$ cat config.mk
export PLATFORM = sky130hd
export DESIGN_NAME = id_top
export DESIGN_NICKNAME = d
export VERILOG_FILES = /design/src/id_pkg.sv /design/src/id_pipe_if.sv /design/src/id_decoder.sv /design/src/id_regfile.sv /design/src/id_stage.sv /design/src/id_top.sv
export SDC_FILE = /design/constraint.sdc
export NUM_CORES = 2
export LEC_CHECK = 0
export BUFFER_PORTS_ARGS = -buffer_cell sky130_fd_sc_hd__buf_2
export CAP_MARGIN = 30
export CORE_MARGIN = 1.5
export CORE_UTILIZATION = 40
export CTS_CLUSTER_SIZE = 28
export DETAILED_ROUTE_END_ITERATION = 10
export MAX_ROUTING_LAYER = met4
export PLACE_DENSITY = 0.62
export SETUP_SLACK_MARGIN = 0.4
export SLEW_MARGIN = 20
export SYNTH_ARGS = -nofsm -noshare
export SYNTH_HDL_FRONTEND = slang
export SYNTH_SLANG_ARGS = --single-unit
$ cat constraint.sdc
create_clock -name clk -period 17.45 [get_ports clk]
set_clock_uncertainty 0.2 [all_clocks]
set_input_delay 2.6175 -clock clk [delete_from_list [all_inputs] [get_ports clk]]
set_output_delay 2.6175 -clock clk [all_outputs]
set_load 0.1 [all_outputs]
$ cat src/id_pkg.sv
// Shared types, opcodes and instruction field views for the decode stage
package id_pkg;

  //////////////////////////////////////////////////////////////////////
  // Basic data types
  //////////////////////////////////////////////////////////////////////

  // Index into the 32-entry integer register file
  typedef logic [4:0] rf_addr_t;

  // Architectural data word, also used for instructions and the PC
  typedef logic [31:0] word_t;

  //////////////////////////////////////////////////////////////////////
  // Encodings
  //////////////////////////////////////////////////////////////////////

  // Major opcodes of the supported RV32I subset
  // Anything else in bits 6..0 decodes as illegal
  typedef enum logic [6:0] {
    OPCODE_OP     = 7'h33,
    OPCODE_OP_IMM = 7'h13,
    OPCODE_LOAD   = 7'h03,
    OPCODE_STORE  = 7'h23,
    OPCODE_LUI    = 7'h37
  } opcode_e;

  // Operations handed to the execute stage
  typedef enum logic [2:0] {
    ALU_ADD = 3'd0,
    ALU_SUB = 3'd1,
    ALU_AND = 3'd2,
    ALU_OR  = 3'd3,
    ALU_XOR = 3'd4,
    ALU_SLT = 3'd5
  } alu_op_e;

  // Minor opcode values in funct3
  localparam logic [2:0] F3_ADD_SUB = 3'b000;
  localparam logic [2:0] F3_SLT     = 3'b010;
  localparam logic [2:0] F3_XOR     = 3'b100;
  localparam logic [2:0] F3_OR      = 3'b110;
  localparam logic [2:0] F3_AND     = 3'b111;
  // Word-sized access for lw and sw
  localparam logic [2:0] F3_WORD    = 3'b010;

  // Values of funct7 for register-register operations
  localparam logic [6:0] F7_BASE = 7'b000_0000;
  // Selects sub instead of add
  localparam logic [6:0] F7_ALT  = 7'b010_0000;

  //////////////////////////////////////////////////////////////////////
  // Instruction word views
  //////////////////////////////////////////////////////////////////////

  // Register view of the word
  // The funct7 and rs2 fields together also carry the I-type immediate
  typedef struct packed {
    logic [6:0] funct7;
    rf_addr_t   rs2;
    rf_addr_t   rs1;
    logic [2:0] funct3;
    rf_addr_t   rd;
    opcode_e    opcode;
  } r_fmt_t;

  // Store view of the word, where the immediate is split around rs2 and rs1
  typedef struct packed {
    logic [6:0] imm_hi;
    rf_addr_t   rs2;
    rf_addr_t   rs1;
    logic [2:0] funct3;
    logic [4:0] imm_lo;
    opcode_e    opcode;
  } s_fmt_t;

  // Both views over the same 32 bits
  typedef union packed {
    r_fmt_t r;
    s_fmt_t s;
  } instr_u;

endpackage

$ cat src/id_pipe_if.sv
// Valid/ready pipe interfaces from fetch to decode and from decode to execute

// Fetch-to-decode pipe, one instruction and its PC per transfer
interface if_id_if;
  import id_pkg::*;

  logic  valid;
  logic  ready;
  word_t instr;
  word_t pc;

  modport fetch  (output valid, instr, pc, input ready);
  modport decode (input valid, instr, pc, output ready);
endinterface

// Decode-to-execute pipe carrying the decoded item and its operands
interface id_ex_if;
  import id_pkg::*;

  logic     valid;
  logic     ready;
  logic     alu_en;
  logic     lsu_en;
  logic     lsu_we;
  logic     rf_we;
  rf_addr_t rd;
  alu_op_e  alu_op;
  word_t    operand_a;
  word_t    operand_b;
  logic     illegal;

  modport decode (
    output valid, alu_en, lsu_en, lsu_we, rf_we, rd, alu_op,
    output operand_a, operand_b, illegal,
    input  ready
  );
  modport execute (
    input  valid, alu_en, lsu_en, lsu_we, rf_we, rd, alu_op,
    input  operand_a, operand_b, illegal,
    output ready
  );
endinterface

$ cat src/id_decoder.sv
// RV32I subset decoder producing enables, ALU operation, immediate and illegal flag
module id_decoder (
  input  id_pkg::word_t   instr_i,
  output logic            alu_en_o,
  output logic            lsu_en_o,
  output logic            lsu_we_o,
  output logic            rf_we_o,
  output logic            use_imm_o,
  output logic            illegal_o,
  output id_pkg::alu_op_e alu_op_o,
  output id_pkg::word_t   imm_o,
  output logic [1:0]      rf_re_o
);
  import id_pkg::*;

  instr_u      instr;
  logic [11:0] imm_i12;
  logic [11:0] imm_s12;
  logic        alu_en;
  logic        lsu_en;
  logic        lsu_we;
  logic        rf_we;
  logic        use_imm;
  logic        illegal;
  alu_op_e     alu_op;
  word_t       imm;
  logic [1:0]  rf_re;

  assign instr = instr_i;

  // The I immediate sits where funct7 and rs2 are in the register view
  assign imm_i12 = {instr.r.funct7, instr.r.rs2};
  // The S immediate is rebuilt from its two halves in the store view
  assign imm_s12 = {instr.s.imm_hi, instr.s.imm_lo};

  //////////////////////////////////////////////////////////////////////
  // Opcode, funct3 and funct7 decode
  //////////////////////////////////////////////////////////////////////

  always_comb begin
    alu_en  = 1'b0;
    lsu_en  = 1'b0;
    lsu_we  = 1'b0;
    rf_we   = 1'b0;
    use_imm = 1'b0;
    illegal = 1'b0;
    alu_op  = ALU_ADD;
    imm     = '0;
    rf_re   = 2'b00;

    case (instr.r.opcode)
      OPCODE_OP: begin
        // Only add accepts the alternate funct7
        if (instr.r.funct7 == F7_ALT && instr.r.funct3 == F3_ADD_SUB) begin
          alu_op = ALU_SUB;
        end else if (instr.r.funct7 == F7_BASE) begin
          case (instr.r.funct3)
            F3_ADD_SUB: alu_op = ALU_ADD;
            F3_SLT:     alu_op = ALU_SLT;
            F3_XOR:     alu_op = ALU_XOR;
            F3_OR:      alu_op = ALU_OR;
            F3_AND:     alu_op = ALU_AND;
            default:    illegal = 1'b1;
          endcase
        end else begin
          illegal = 1'b1;
        end
        if (!illegal) begin
          alu_en = 1'b1;
          rf_we  = 1'b1;
          rf_re  = 2'b11;
        end
      end
      OPCODE_OP_IMM: begin
        imm = {{20{imm_i12[11]}}, imm_i12};
        // Shifts and slti are outside the subset
        case (instr.r.funct3)
          F3_ADD_SUB: alu_op = ALU_ADD;
          F3_XOR:     alu_op = ALU_XOR;
          F3_OR:      alu_op = ALU_OR;
          F3_AND:     alu_op = ALU_AND;
          default:    illegal = 1'b1;
        endcase
        if (!illegal) begin
          alu_en  = 1'b1;
          rf_we   = 1'b1;
          rf_re   = 2'b01;
          use_imm = 1'b1;
        end
      end
      OPCODE_LOAD: begin
        // Address is rs1 plus the I immediate
        imm = {{20{imm_i12[11]}}, imm_i12};
        if (instr.r.funct3 == F3_WORD) begin
          lsu_en  = 1'b1;
          rf_we   = 1'b1;
          rf_re   = 2'b01;
          use_imm = 1'b1;
        end else begin
          illegal = 1'b1;
        end
      end
      OPCODE_STORE: begin
        imm = {{20{imm_s12[11]}}, imm_s12};
        if (instr.s.funct3 == F3_WORD) begin
          lsu_en  = 1'b1;
          lsu_we  = 1'b1;
          rf_re   = 2'b11;
          use_imm = 1'b1;
        end else begin
          illegal = 1'b1;
        end
      end
      OPCODE_LUI: begin
        // No register read, so operand a stays zero and the sum is the U immediate
        alu_en  = 1'b1;
        rf_we   = 1'b1;
        use_imm = 1'b1;
        imm     = {instr_i[31:12], 12'h000};
      end
      default: begin
        illegal = 1'b1;
      end
    endcase
  end

  // Only the legal leaves of the decode raise an enable
  assign illegal_o = illegal;
  assign alu_en_o  = alu_en;
  assign lsu_en_o  = lsu_en;
  assign lsu_we_o  = lsu_we;
  assign rf_we_o   = rf_we;
  assign use_imm_o = use_imm;
  assign rf_re_o   = rf_re;
  assign alu_op_o  = alu_op;
  assign imm_o     = imm;

  always_comb begin
    if (illegal_o) begin
      a_illegal_no_side_effects : assert (!(alu_en_o || lsu_en_o || lsu_we_o || rf_we_o))
        else $error("Illegal instruction raised an enable or a register write");
    end
  end

endmodule

$ cat src/id_regfile.sv
// Integer register file with parameterized read ports and a hard-wired zero register
module id_regfile #(
  parameter int unsigned REGFILE_NUM_READ_PORTS = 2
) (
  input  logic             clk,
  input  logic             arst_n_i,
  input  id_pkg::rf_addr_t raddr_i [REGFILE_NUM_READ_PORTS],
  output id_pkg::word_t    rdata_o [REGFILE_NUM_READ_PORTS],
  input  logic             we_i,
  input  id_pkg::rf_addr_t waddr_i,
  input  id_pkg::word_t    wdata_i
);
  import id_pkg::*;

  // Registers x1 to x31 have storage, x0 has none
  localparam int unsigned NUM_WORDS = 31;

  word_t mem_q [1:NUM_WORDS];

  //////////////////////////////////////////////////////////////////////
  // Write port
  //////////////////////////////////////////////////////////////////////

  // A write shows up in the array on the edge after it is presented
  always_ff @(posedge clk or negedge arst_n_i) begin
    if (!arst_n_i) begin
      for (int unsigned i = 1; i <= NUM_WORDS; i++) begin
        mem_q[i] <= '0;
      end
    end else if (we_i && (waddr_i != '0)) begin
      // Writes aimed at x0 are dropped here
      mem_q[waddr_i] <= wdata_i;
    end
  end

  //////////////////////////////////////////////////////////////////////
  // Read ports
  //////////////////////////////////////////////////////////////////////

  for (genvar p = 0; p < REGFILE_NUM_READ_PORTS; p++) begin : g_read
    // Reads are asynchronous and address zero never touches the array
    assign rdata_o[p] = (raddr_i[p] == '0) ? '0 : mem_q[raddr_i[p]];

    // x0 still reads zero on the cycle after someone wrote to it
    a_x0_reads_zero : assert property (@(posedge clk) disable iff (!arst_n_i)
      (we_i && (waddr_i == '0)) ##1 (raddr_i[p] == '0) |-> (rdata_o[p] == '0))
      else $error("Read of x0 returned a nonzero value after a write to x0");
  end

endmodule

$ cat src/id_stage.sv
// Decode stage with operand forwarding, halt and kill control and the execute pipe register
module id_stage #(
  parameter int unsigned REGFILE_NUM_READ_PORTS = 2
) (
  input  logic             clk,
  input  logic             arst_n_i,
  if_id_if.decode          if_id,
  id_ex_if.decode          id_ex,
  input  logic             halt_i,
  input  logic             kill_i,
  output id_pkg::rf_addr_t rf_raddr_o [REGFILE_NUM_READ_PORTS],
  input  id_pkg::word_t    rf_rdata_i [REGFILE_NUM_READ_PORTS],
  input  logic             wb_we_i,
  input  id_pkg::rf_addr_t wb_waddr_i,
  input  id_pkg::word_t    wb_wdata_i
);
  import id_pkg::*;

  instr_u     instr;
  rf_addr_t   rs1;
  rf_addr_t   rs2;
  logic       dec_alu_en;
  logic       dec_lsu_en;
  logic       dec_lsu_we;
  logic       dec_rf_we;
  logic       dec_use_imm;
  logic       dec_illegal;
  alu_op_e    dec_alu_op;
  word_t      dec_imm;
  logic [1:0] dec_rf_re;
  word_t      fwd_a;
  word_t      fwd_b;
  word_t      operand_a;
  word_t      operand_b;
  logic       id_ready;
  logic       load;
  logic       valid_q;
  logic       alu_en_q;
  logic       lsu_en_q;
  logic       lsu_we_q;
  logic       rf_we_q;
  logic       illegal_q;
  rf_addr_t   rd_q;
  alu_op_e    alu_op_q;
  word_t      operand_a_q;
  word_t      operand_b_q;

  assign instr = if_id.instr;
  assign rs1   = instr.r.rs1;
  assign rs2   = instr.r.rs2;

  id_decoder u_decoder (
    .instr_i   (if_id.instr),
    .alu_en_o  (dec_alu_en),
    .lsu_en_o  (dec_lsu_en),
    .lsu_we_o  (dec_lsu_we),
    .rf_we_o   (dec_rf_we),
    .use_imm_o (dec_use_imm),
    .illegal_o (dec_illegal),
    .alu_op_o  (dec_alu_op),
    .imm_o     (dec_imm),
    .rf_re_o   (dec_rf_re)
  );

  //////////////////////////////////////////////////////////////////////
  // Register reads and write-back forwarding
  //////////////////////////////////////////////////////////////////////

  // Port 0 serves rs1 and port 1 serves rs2
  assign rf_raddr_o[0] = rs1;
  assign rf_raddr_o[1] = rs2;
  // Any further ports are parked on x0
  for (genvar p = 2; p < REGFILE_NUM_READ_PORTS; p++) begin : g_spare_port
    assign rf_raddr_o[p] = '0;
  end

  // A write-back in this cycle is not yet in the array, so take it directly
  assign fwd_a = (wb_we_i && (wb_waddr_i == rs1) && (rs1 != '0)) ? wb_wdata_i : rf_rdata_i[0];
  assign fwd_b = (wb_we_i && (wb_waddr_i == rs2) && (rs2 != '0)) ? wb_wdata_i : rf_rdata_i[1];

  // Unread operands are zero, which gives lui its zero base
  assign operand_a = dec_rf_re[0] ? fwd_a : '0;
  assign operand_b = dec_use_imm ? dec_imm : (dec_rf_re[1] ? fwd_b : '0);

  //////////////////////////////////////////////////////////////////////
  // Handshake control and output register
  //////////////////////////////////////////////////////////////////////

  // Kill always accepts and throws the item away, halt blocks new items
  assign id_ready = kill_i | (~halt_i & (~valid_q | id_ex.ready));
  assign load     = if_id.valid & id_ready & ~kill_i;

  always_ff @(posedge clk or negedge arst_n_i) begin
    if (!arst_n_i) begin
      valid_q   <= 1'b0;
      alu_en_q  <= 1'b0;
      lsu_en_q  <= 1'b0;
      lsu_we_q  <= 1'b0;
      rf_we_q   <= 1'b0;
      illegal_q <= 1'b0;
    end else if (load) begin
      valid_q   <= 1'b1;
      alu_en_q  <= dec_alu_en;
      lsu_en_q  <= dec_lsu_en;
      lsu_we_q  <= dec_lsu_we;
      rf_we_q   <= dec_rf_we;
      illegal_q <= dec_illegal;
    end else if (kill_i || id_ex.ready) begin
      // Either execute took the item or it was killed
      valid_q   <= 1'b0;
      alu_en_q  <= 1'b0;
      lsu_en_q  <= 1'b0;
      lsu_we_q  <= 1'b0;
      rf_we_q   <= 1'b0;
      illegal_q <= 1'b0;
    end
  end

  always_ff @(posedge clk) begin
    if (load) begin
      rd_q        <= instr.r.rd;
      alu_op_q    <= dec_alu_op;
      operand_a_q <= operand_a;
      operand_b_q <= operand_b;
    end
  end

  assign if_id.ready     = id_ready;
  assign id_ex.valid     = valid_q;
  assign id_ex.alu_en    = alu_en_q;
  assign id_ex.lsu_en    = lsu_en_q;
  assign id_ex.lsu_we    = lsu_we_q;
  assign id_ex.rf_we     = rf_we_q;
  assign id_ex.illegal   = illegal_q;
  assign id_ex.rd        = rd_q;
  assign id_ex.alu_op    = alu_op_q;
  assign id_ex.operand_a = operand_a_q;
  assign id_ex.operand_b = operand_b_q;

  //////////////////////////////////////////////////////////////////////
  // Assertions
  //////////////////////////////////////////////////////////////////////

  // Halt stalls fetch and no fresh item shows up behind an empty output
  a_halt : assert property (@(posedge clk) disable iff (!arst_n_i)
    (halt_i && !kill_i && !id_ex.valid) |-> !if_id.ready ##1 !id_ex.valid)
    else $error("Halt let a new item into the output register");

  a_kill : assert property (@(posedge clk) disable iff (!arst_n_i)
    kill_i |-> if_id.ready ##1 !id_ex.valid)
    else $error("Kill did not empty the output register");

  a_valid_instr : assert property (@(posedge clk) disable iff (!arst_n_i)
    (if_id.valid && if_id.ready && !kill_i) |-> !$isunknown({if_id.instr, if_id.pc}))
    else $error("Accepted instruction has unknown bits");

  // x0 stays zero through both the regfile and the forwarding path
  a_x0_operand_a : assert property (@(posedge clk) disable iff (!arst_n_i)
    (if_id.valid && dec_rf_re[0] && (rs1 == '0)) |-> (operand_a == '0))
    else $error("Read of x0 gave a nonzero operand a");

  a_x0_operand_b : assert property (@(posedge clk) disable iff (!arst_n_i)
    (if_id.valid && dec_rf_re[1] && !dec_use_imm && (rs2 == '0)) |-> (operand_b == '0))
    else $error("Read of x0 gave a nonzero operand b");

endmodule

$ cat src/id_top.sv
// Decode top level joining the stage and register file behind plain pipe ports
module id_top #(
  parameter int unsigned REGFILE_NUM_READ_PORTS = 2
) (
  input  logic             clk,
  input  logic             arst_n_i,
  // Fetch side
  input  logic             if_valid_i,
  input  id_pkg::word_t    if_instr_i,
  input  id_pkg::word_t    if_pc_i,
  output logic             if_ready_o,
  // Execute side
  input  logic             ex_ready_i,
  output logic             ex_valid_o,
  output logic             ex_alu_en_o,
  output logic             ex_lsu_en_o,
  output logic             ex_lsu_we_o,
  output logic             ex_rf_we_o,
  output id_pkg::rf_addr_t ex_rd_o,
  output id_pkg::alu_op_e  ex_alu_op_o,
  output id_pkg::word_t    ex_operand_a_o,
  output id_pkg::word_t    ex_operand_b_o,
  output logic             ex_illegal_o,
  // Controller
  input  logic             halt_i,
  input  logic             kill_i,
  // Write-back
  input  logic             wb_we_i,
  input  id_pkg::rf_addr_t wb_waddr_i,
  input  id_pkg::word_t    wb_wdata_i
);
  import id_pkg::*;

  if_id_if if_id ();
  id_ex_if id_ex ();

  rf_addr_t rf_raddr [REGFILE_NUM_READ_PORTS];
  word_t    rf_rdata [REGFILE_NUM_READ_PORTS];

  // Fetch pipe onto the interface
  assign if_id.valid = if_valid_i;
  assign if_id.instr = if_instr_i;
  assign if_id.pc    = if_pc_i;
  assign if_ready_o  = if_id.ready;

  // Execute pipe off the interface
  assign id_ex.ready    = ex_ready_i;
  assign ex_valid_o     = id_ex.valid;
  assign ex_alu_en_o    = id_ex.alu_en;
  assign ex_lsu_en_o    = id_ex.lsu_en;
  assign ex_lsu_we_o    = id_ex.lsu_we;
  assign ex_rf_we_o     = id_ex.rf_we;
  assign ex_rd_o        = id_ex.rd;
  assign ex_alu_op_o    = id_ex.alu_op;
  assign ex_operand_a_o = id_ex.operand_a;
  assign ex_operand_b_o = id_ex.operand_b;
  assign ex_illegal_o   = id_ex.illegal;

  id_stage #(
    .REGFILE_NUM_READ_PORTS (REGFILE_NUM_READ_PORTS)
  ) u_stage (
    .clk        (clk),
    .arst_n_i   (arst_n_i),
    .if_id      (if_id),
    .id_ex      (id_ex),
    .halt_i     (halt_i),
    .kill_i     (kill_i),
    .rf_raddr_o (rf_raddr),
    .rf_rdata_i (rf_rdata),
    .wb_we_i    (wb_we_i),
    .wb_waddr_i (wb_waddr_i),
    .wb_wdata_i (wb_wdata_i)
  );

  // The same write-back port updates the array and feeds forwarding
  id_regfile #(
    .REGFILE_NUM_READ_PORTS (REGFILE_NUM_READ_PORTS)
  ) u_regfile (
    .clk      (clk),
    .arst_n_i (arst_n_i),
    .raddr_i  (rf_raddr),
    .rdata_o  (rf_rdata),
    .we_i     (wb_we_i),
    .waddr_i  (wb_waddr_i),
    .wdata_i  (wb_wdata_i)
  );

endmodule

== Yosys cells after proc, flatten, opt, wreduce, memory -nomap -nowiden ==
Cells that the tools add are included.

* Bits in registers: 1070
* Bits of input ports: 108
* Output and inout bits: 79
* Word-level logic and storage cells: 137

* Magnitude comparators: 4
* Equal/unequal tests: 12
* Mux-type cells: 49
* Bitwise logic cells: 11
* Reductions and logical operators: 20

{| class="wikitable"
|+ Operator list
! cell !! count
|-
| bitwise mux 992 bit || 1
|-
| two-way mux 32 bit || 11
|-
| binary-select mux 32 bit (select 5 bit) || 2
|-
| demux 32 bit (select 5 bit) || 1
|-
| case mux 32 bit (3 select lines) || 1
|-
| == test 7 x 6 -> 1 bit (second input constant) || 4
|-
| two-way mux 1 bit || 21
|-
| >= comparator 6 bit (second input constant) || 3
|-
| inverter 5 -> 6 bit || 3
|-
| nonzero test 5 bit || 3
|-
| case mux 3 bit (4 select lines) || 1
|-
| == test 5 bit || 2
|-
| logical NOT 5 bit || 2
|-
| == test 3 bit (second input constant) || 3
|-
| case mux 3 bit (3 select lines) || 1
|-
| case mux 1 bit (4 select lines) || 2
|-
| case mux 2 bit (4 select lines) || 1
|-
| == test 7 x 2 -> 1 bit (second input constant) || 1
|-
| == test 7 x 5 -> 1 bit (second input constant) || 1
|-
| logical AND 1 bit || 7
|-
| logical NOT 7 bit || 1
|-
| < comparator 6 x 1 -> 1 bit (second input constant) || 1
|-
| two-way mux 3 bit || 2
|-
| case mux 1 bit (3 select lines) || 2
|-
| 12 further kinds || 19
|}

== Longest topological paths before layout ==
* Depth in word-level cells: 10
* Gate-level depth with buffers: 10
* Gate-level depth less buffers: 5

== By module ==
From an unflattened synthesis, not the netlist that was laid out.

* Cell total of the unflattened synthesis: 4189
* Area total of the unflattened synthesis: 58118.2 sq um

{| class="wikitable"
|+ By module, submodules not included
! module !! instances !! cells an instance !! area each (sq um) !! seq. area each (sq um)
|-
| id_regfile || 1 || 3776 || 53580.1 || 24823.8
|-
| id_stage || 1 || 314 || 3912.5 || 2312.2
|-
| id_decoder || 1 || 99 || 625.6 || 0.0
|}

== Least setup slack after synthesis ==
No wires, ideal clock.

* Path kind: in2reg
* From: input ex_ready_i
* To: register u_stage.rf_we_q (netlist: u_stage.id_ex.rf_we)
* Library setup time: 125 ps
* Arrival time: 11727 ps
* Data required time: 17125 ps
* Setup slack: 5398 ps
* Stages on the path: 4
* Buffers on the path: 0
* Path through: nor2b_1 nor4b_1 o21ai_0 o211ai_1

* Cells in the longest elaborated chain, start to end: 6
* Elaborated cells between the ends (all ways): 8

{| class="wikitable"
|+ RTL lines
! element !! RTL line !! text
|-
| start, declared || id_top.sv:13 || <nowiki>input logic ex_ready_i,</nowiki>
|-
| bitwise OR 1 bit (*) || id_stage.sv:90 || <nowiki>assign id_ready = kill_i | (~halt_i & (~valid_q | id_ex.ready));</nowiki>
|-
| bitwise AND 1 bit (*) || id_stage.sv:90 ||
|-
| bitwise OR 1 bit (*) || id_stage.sv:90 ||
|-
| bitwise AND 1 bit (*) (2 in a row) || id_stage.sv:91 || <nowiki>assign load = if_id.valid & id_ready & ~kill_i;</nowiki>
|-
| net u_stage.load || id_stage.sv:36 || <nowiki>logic load;</nowiki>
|-
| two-way mux 1 bit or nonzero test 2 bit (tied branches) || - ||
|-
| end signal, assigned || id_stage.sv:106 || <nowiki>rf_we_q <= dec_rf_we;</nowiki>
|-
| end, declared || id_stage.sv:41 || <nowiki>logic rf_we_q;</nowiki>
|}

Mark *: on every way through the listed nets, which the timed path passes. The rest lies on a longest branch.
A chain may end at the register's enable or synchronous reset.

== Final worst setup path ==
* From: input if_instr_i[21]
* To: register u_stage.operand_b_q[4] (netlist: u_stage.id_ex.operand_b[4]) (data pin)

* Cells in the longest elaborated chain, start to end: 8
* Elaborated cells between the ends (all ways): 13

{| class="wikitable"
|+ RTL lines
! element !! RTL line !! text
|-
| start, declared || id_top.sv:9 || <nowiki>input id_pkg::word_t if_instr_i,</nowiki>
|-
| inverter 5 -> 6 bit (implied by the code) || id_regfile.sv:42 || <nowiki>assign rdata_o[p] = (raddr_i[p] == '0) ? '0 : mem_q[raddr_i[p]];</nowiki>
|-
| binary-select mux 32 bit (select 5 bit) || id_regfile.sv:42 ||
|-
| two-way mux 32 bit (implied by the code) (2 in a row) || id_regfile.sv:42 ||
|-
| two-way mux 32 bit || id_regfile.sv:42 ||
|-
| two-way mux 32 bit (*) || id_stage.sv:79 || <nowiki>assign fwd_b = (wb_we_i && (wb_waddr_i == rs2) && (rs2 != '0)) ? wb_wdata_i : rf_rdata_i[1];</nowiki>
|-
| two-way mux 32 bit (*) (2 in a row) || id_stage.sv:83 || <nowiki>assign operand_b = dec_use_imm ? dec_imm : (dec_rf_re[1] ? fwd_b : '0);</nowiki>
|-
| net u_stage.operand_b[4] || id_stage.sv:34 || <nowiki>word_t operand_b;</nowiki>
|-
| end signal, assigned || id_stage.sv:124 || <nowiki>operand_b_q <= operand_b;</nowiki>
|-
| end, declared || id_stage.sv:46 || <nowiki>word_t operand_b_q;</nowiki>
|}

Mark *: on every way through the listed nets, which the timed path passes. The rest lies on a longest branch. The select of a mux whose other input is x is not followed.

==> flow_metrics.tcl <==
set metrics [dict create \
    critPathBufInv 4 \
    cts.path.max_buffers 3 \
    dp_hpwl_um 112000 \
    hold_viol 0 \
    cts_buffers 116 \
    synth_area_um2 57000 \
    vias_per_cell 6.49 \
    max_freq_mhz 150 \
    required_ps 17650 \
    drc 0 \
    place.gp.congestion 0.859 \
    clk_transition_reported_paths_ps 60 \
    period_minus_slack_ps 6650 \
    die_h_um 381 \
    syn_to_final_growth_pct 12.0 \
    grt-ovfl-total 0 \
    worst_hold_slack_ps 283 \
    cts_tree "yes" \
    status "finished clean" \
    postCtsSetupRepairBufs 0 \
    grt_pass1_vias 38400 \
    p_leak_uw 0.0269 \
    drv_slew 0 \
    synth_top_area_cell "dfrtp_1" \
    drive_gt1_frac 0.512 \
    portBuffers 154 \
    internal-power_uw 5280 \
    fin_crit_sh 0.381 \
    ctsHoldBuffers 0 \
    crit_path_top_delay_cell "buf_4" \
    ys_async_sr_fraction 0.933 \
    crit_arrival_ps 6850 \
    yosysSeqAreaShare 0.476 \
    p_clk_frac 0.353 \
    critPathTopFamily "buffers and inverters" \
    synth_area_leaders "dfrtp_1, mux2_2, mux4_2" \
    antenna_left 0 \
    ys_ff_latch 1070 \
    path_common_cell "buf_4" \
    postCtsResizedCells 0 \
    hold_path_class "reg -> reg" \
    switching_power_uw 2000 \
    initial_core_util 0.403 \
    crit_path_cell_trace "buf_8 > buf_4 > buf_4 > buf_4 > mux4_2 > a32oi_1 > o31ai_1 > a221oi_1 > o211ai_1" \
    via_count 38200 \
    endpoint_kind "flip-flop" \
    drv_cap 0 \
    yosysUniqueCellTypes 76 \
    dpl_cell_area_um2 59600 \
    vdd_drop_max_v 0.0000859 \
    grt_pass1_wl_um 281000 \
    cts.sinks 1070 \
    core_area_um2 142000 \
    p_comb_frac 0.194 \
    pwr_density_cell_nw_per_um2 114 \
    drt_iter0_drc 4365 \
    rsz0062_at_grt "false" \
    grt_max_degree 149 \
    die_area_um2 145000 \
    ys_warn_count 0 \
    synth_top_area_frac 0.438 \
    worstPathMaxFanout 53 \
    synth_edf_count 72 \
    worstSetupPathType "in -> reg" \
    fin_area_um2 63900 \
    max_stage_delay_ps 800 \
    track_usage 0.274 \
    tightest_slew_ps 1140 \
    swShare 0.275 \
    setup_tns_ps 0 \
    cp-start-kind "primary input" \
    die_w_um 381 \
    seqPwrFrac 0.452 \
    htreeDepth 3 \
    maxSlewHeadroom 0.234 \
    fin_nets 3986 \
    netlist_instances 3902 \
    pin_count 187 \
    cts_root_buf "clkbuf_16" \
    clock_latency_ps 770 \
    firstDrtPassIters 5 \
    yosys_most_used_dff "dfrtp_1" \
    setup_viol 0 \
    antenna_found_initial 15 \
    synth_nets 4010 \
    wirelength_um 194000 \
    rows 138 \
    syn_avg_cell_area_um2 14.6 \
    wl_per_cell_um 32.9 \
]
[per-layer routing]
layer / GRT usage / vias to the layer above / routed length (um)
met5: - / - / 0
met2: 0.405 / 1870 / 88400
met3: 0.0524 / 376 / 16800
met1: 0.373 / 20700 / 81300
met4: 0.105 / 0 / 7390
li1: - / 15200 / -
[layout make-up]
class	count	area, um2
fillers	12600	77700
multi-input cells	2412	28300
flip-flops and latches	1070	27100
clock buffers	159	3290
well taps	1890	2360
repair buffers	271	2020
clock inverters	61	681
diodes	14	35.0
inverters	7	28.8
[power by group through the flow]
stage | Clock (uW) | Sequential, uW | Combinational, uW
final | 2570 | 3290 | 1410
after global routing | 2700 | 3350 | 1510
after CTS | 2610 | 3280 | 1410
after detailed placement | 0 | 3320 | 1400
after global placement | 0 | 3290 | 1370
after floorplan | 0 | 3250 | 1070
[synthesized netlist by cell type, types with 17 or more instances]
cell and n:
a211oi_1 27, a21oi_1 64, a221o_1 52, a221oi_1 53, a22o_1 54, a22oi_1 22
buf_1 58, buf_2 116, clkbuf_1 218, dfrtp_1 998, edfxtp_1 72, mux2_2 1099
mux2i_1 189, mux4_2 383, nand2_1 72, nor2_1 68, nor2b_1 28, nor3_1 17
nor4_2 20, o21ai_0 24, o221ai_1 21, o22ai_1 53, o31ai_1 23
[cells in the final DEF (no fill, tap or decap), drive strengths merged, types with 31 or more instances in the layout]
cell,netlist,routed
a21oi,64,64
a221o,52,52
a221oi,53,53
a22o,54,54
buf,195,271
clkbuf,218,159
clkinv,1,44
dfrtp,998,998
edfxtp,72,72
mux2,1099,1099
mux2i,189,189
mux4,383,383
nand2,72,72
nor2,69,69
o21ai,31,31
o22ai,53,53
[kinds of logic (layout without fill, tap and decap cells)]
logic type / after synthesis / after routing / synth area share
simple gates: 273 / 273 / 0.0270
flops: 1070 / 1070 / 0.476
buf+inv: 420 / 498 / 0.0319
compound gates: 457 / 457 / 0.0620
xor+xnor: 11 / 11 / 0.00169
mux: 1671 / 1671 / 0.401
other cells: 0 / 14 / 0
[worst min-delay path: stages, from the launching register on]
cell and delay, ps:
dfrtp_1 340, nand2_1 50, nand2_1 50
[stage by stage]
stage / utilization / power (uW) / worst slack, ps / instances
3_5_place_dp: 0.421 / 4720 / 10150 / 5641
4_1_cts: 0.449 / 7290 / 10940 / 5861
6_report: 0.451 / 7280 / 10800 / 5884
3_3_place_gp: 0.420 / 4660 / 10140 / 5635
2_1_floorplan: - / 4320 / 5400 / 3902
5_1_grt: 0.451 / 7560 / 10800 / 5877
[path summary, 6_finish.rpt]
path	depth (start not counted)	to	slack [ps]	startpoint
worst max register to register	6	u_stage.id_ex.rf_we	14680	u_stage.id_ex.valid
max in group asynchronous	5	u_regfile.mem_q[650]	12460	arst_n_i
min in group asynchronous	1	u_regfile.mem_q[407]	1720	arst_n_i
worst min register to register	2	u_stage.id_ex.alu_en	280	u_stage.id_ex.alu_en
worst max-delay path	9	u_stage.id_ex.operand_b[4]	10800	if_instr_i[21]
worst min-delay path	2	u_stage.id_ex.alu_en	280	u_stage.id_ex.alu_en
[sequential cells by signal, indices dropped and copies added, names as in the netlist, 3 cells and up]
name                     cells
u_stage.id_ex.operand_b     32
u_regfile.mem_q            992
u_stage.id_ex.alu_op         3
u_stage.id_ex.operand_a     32
u_stage.id_ex.rd             5
Power figures use the tool's default switching activity.
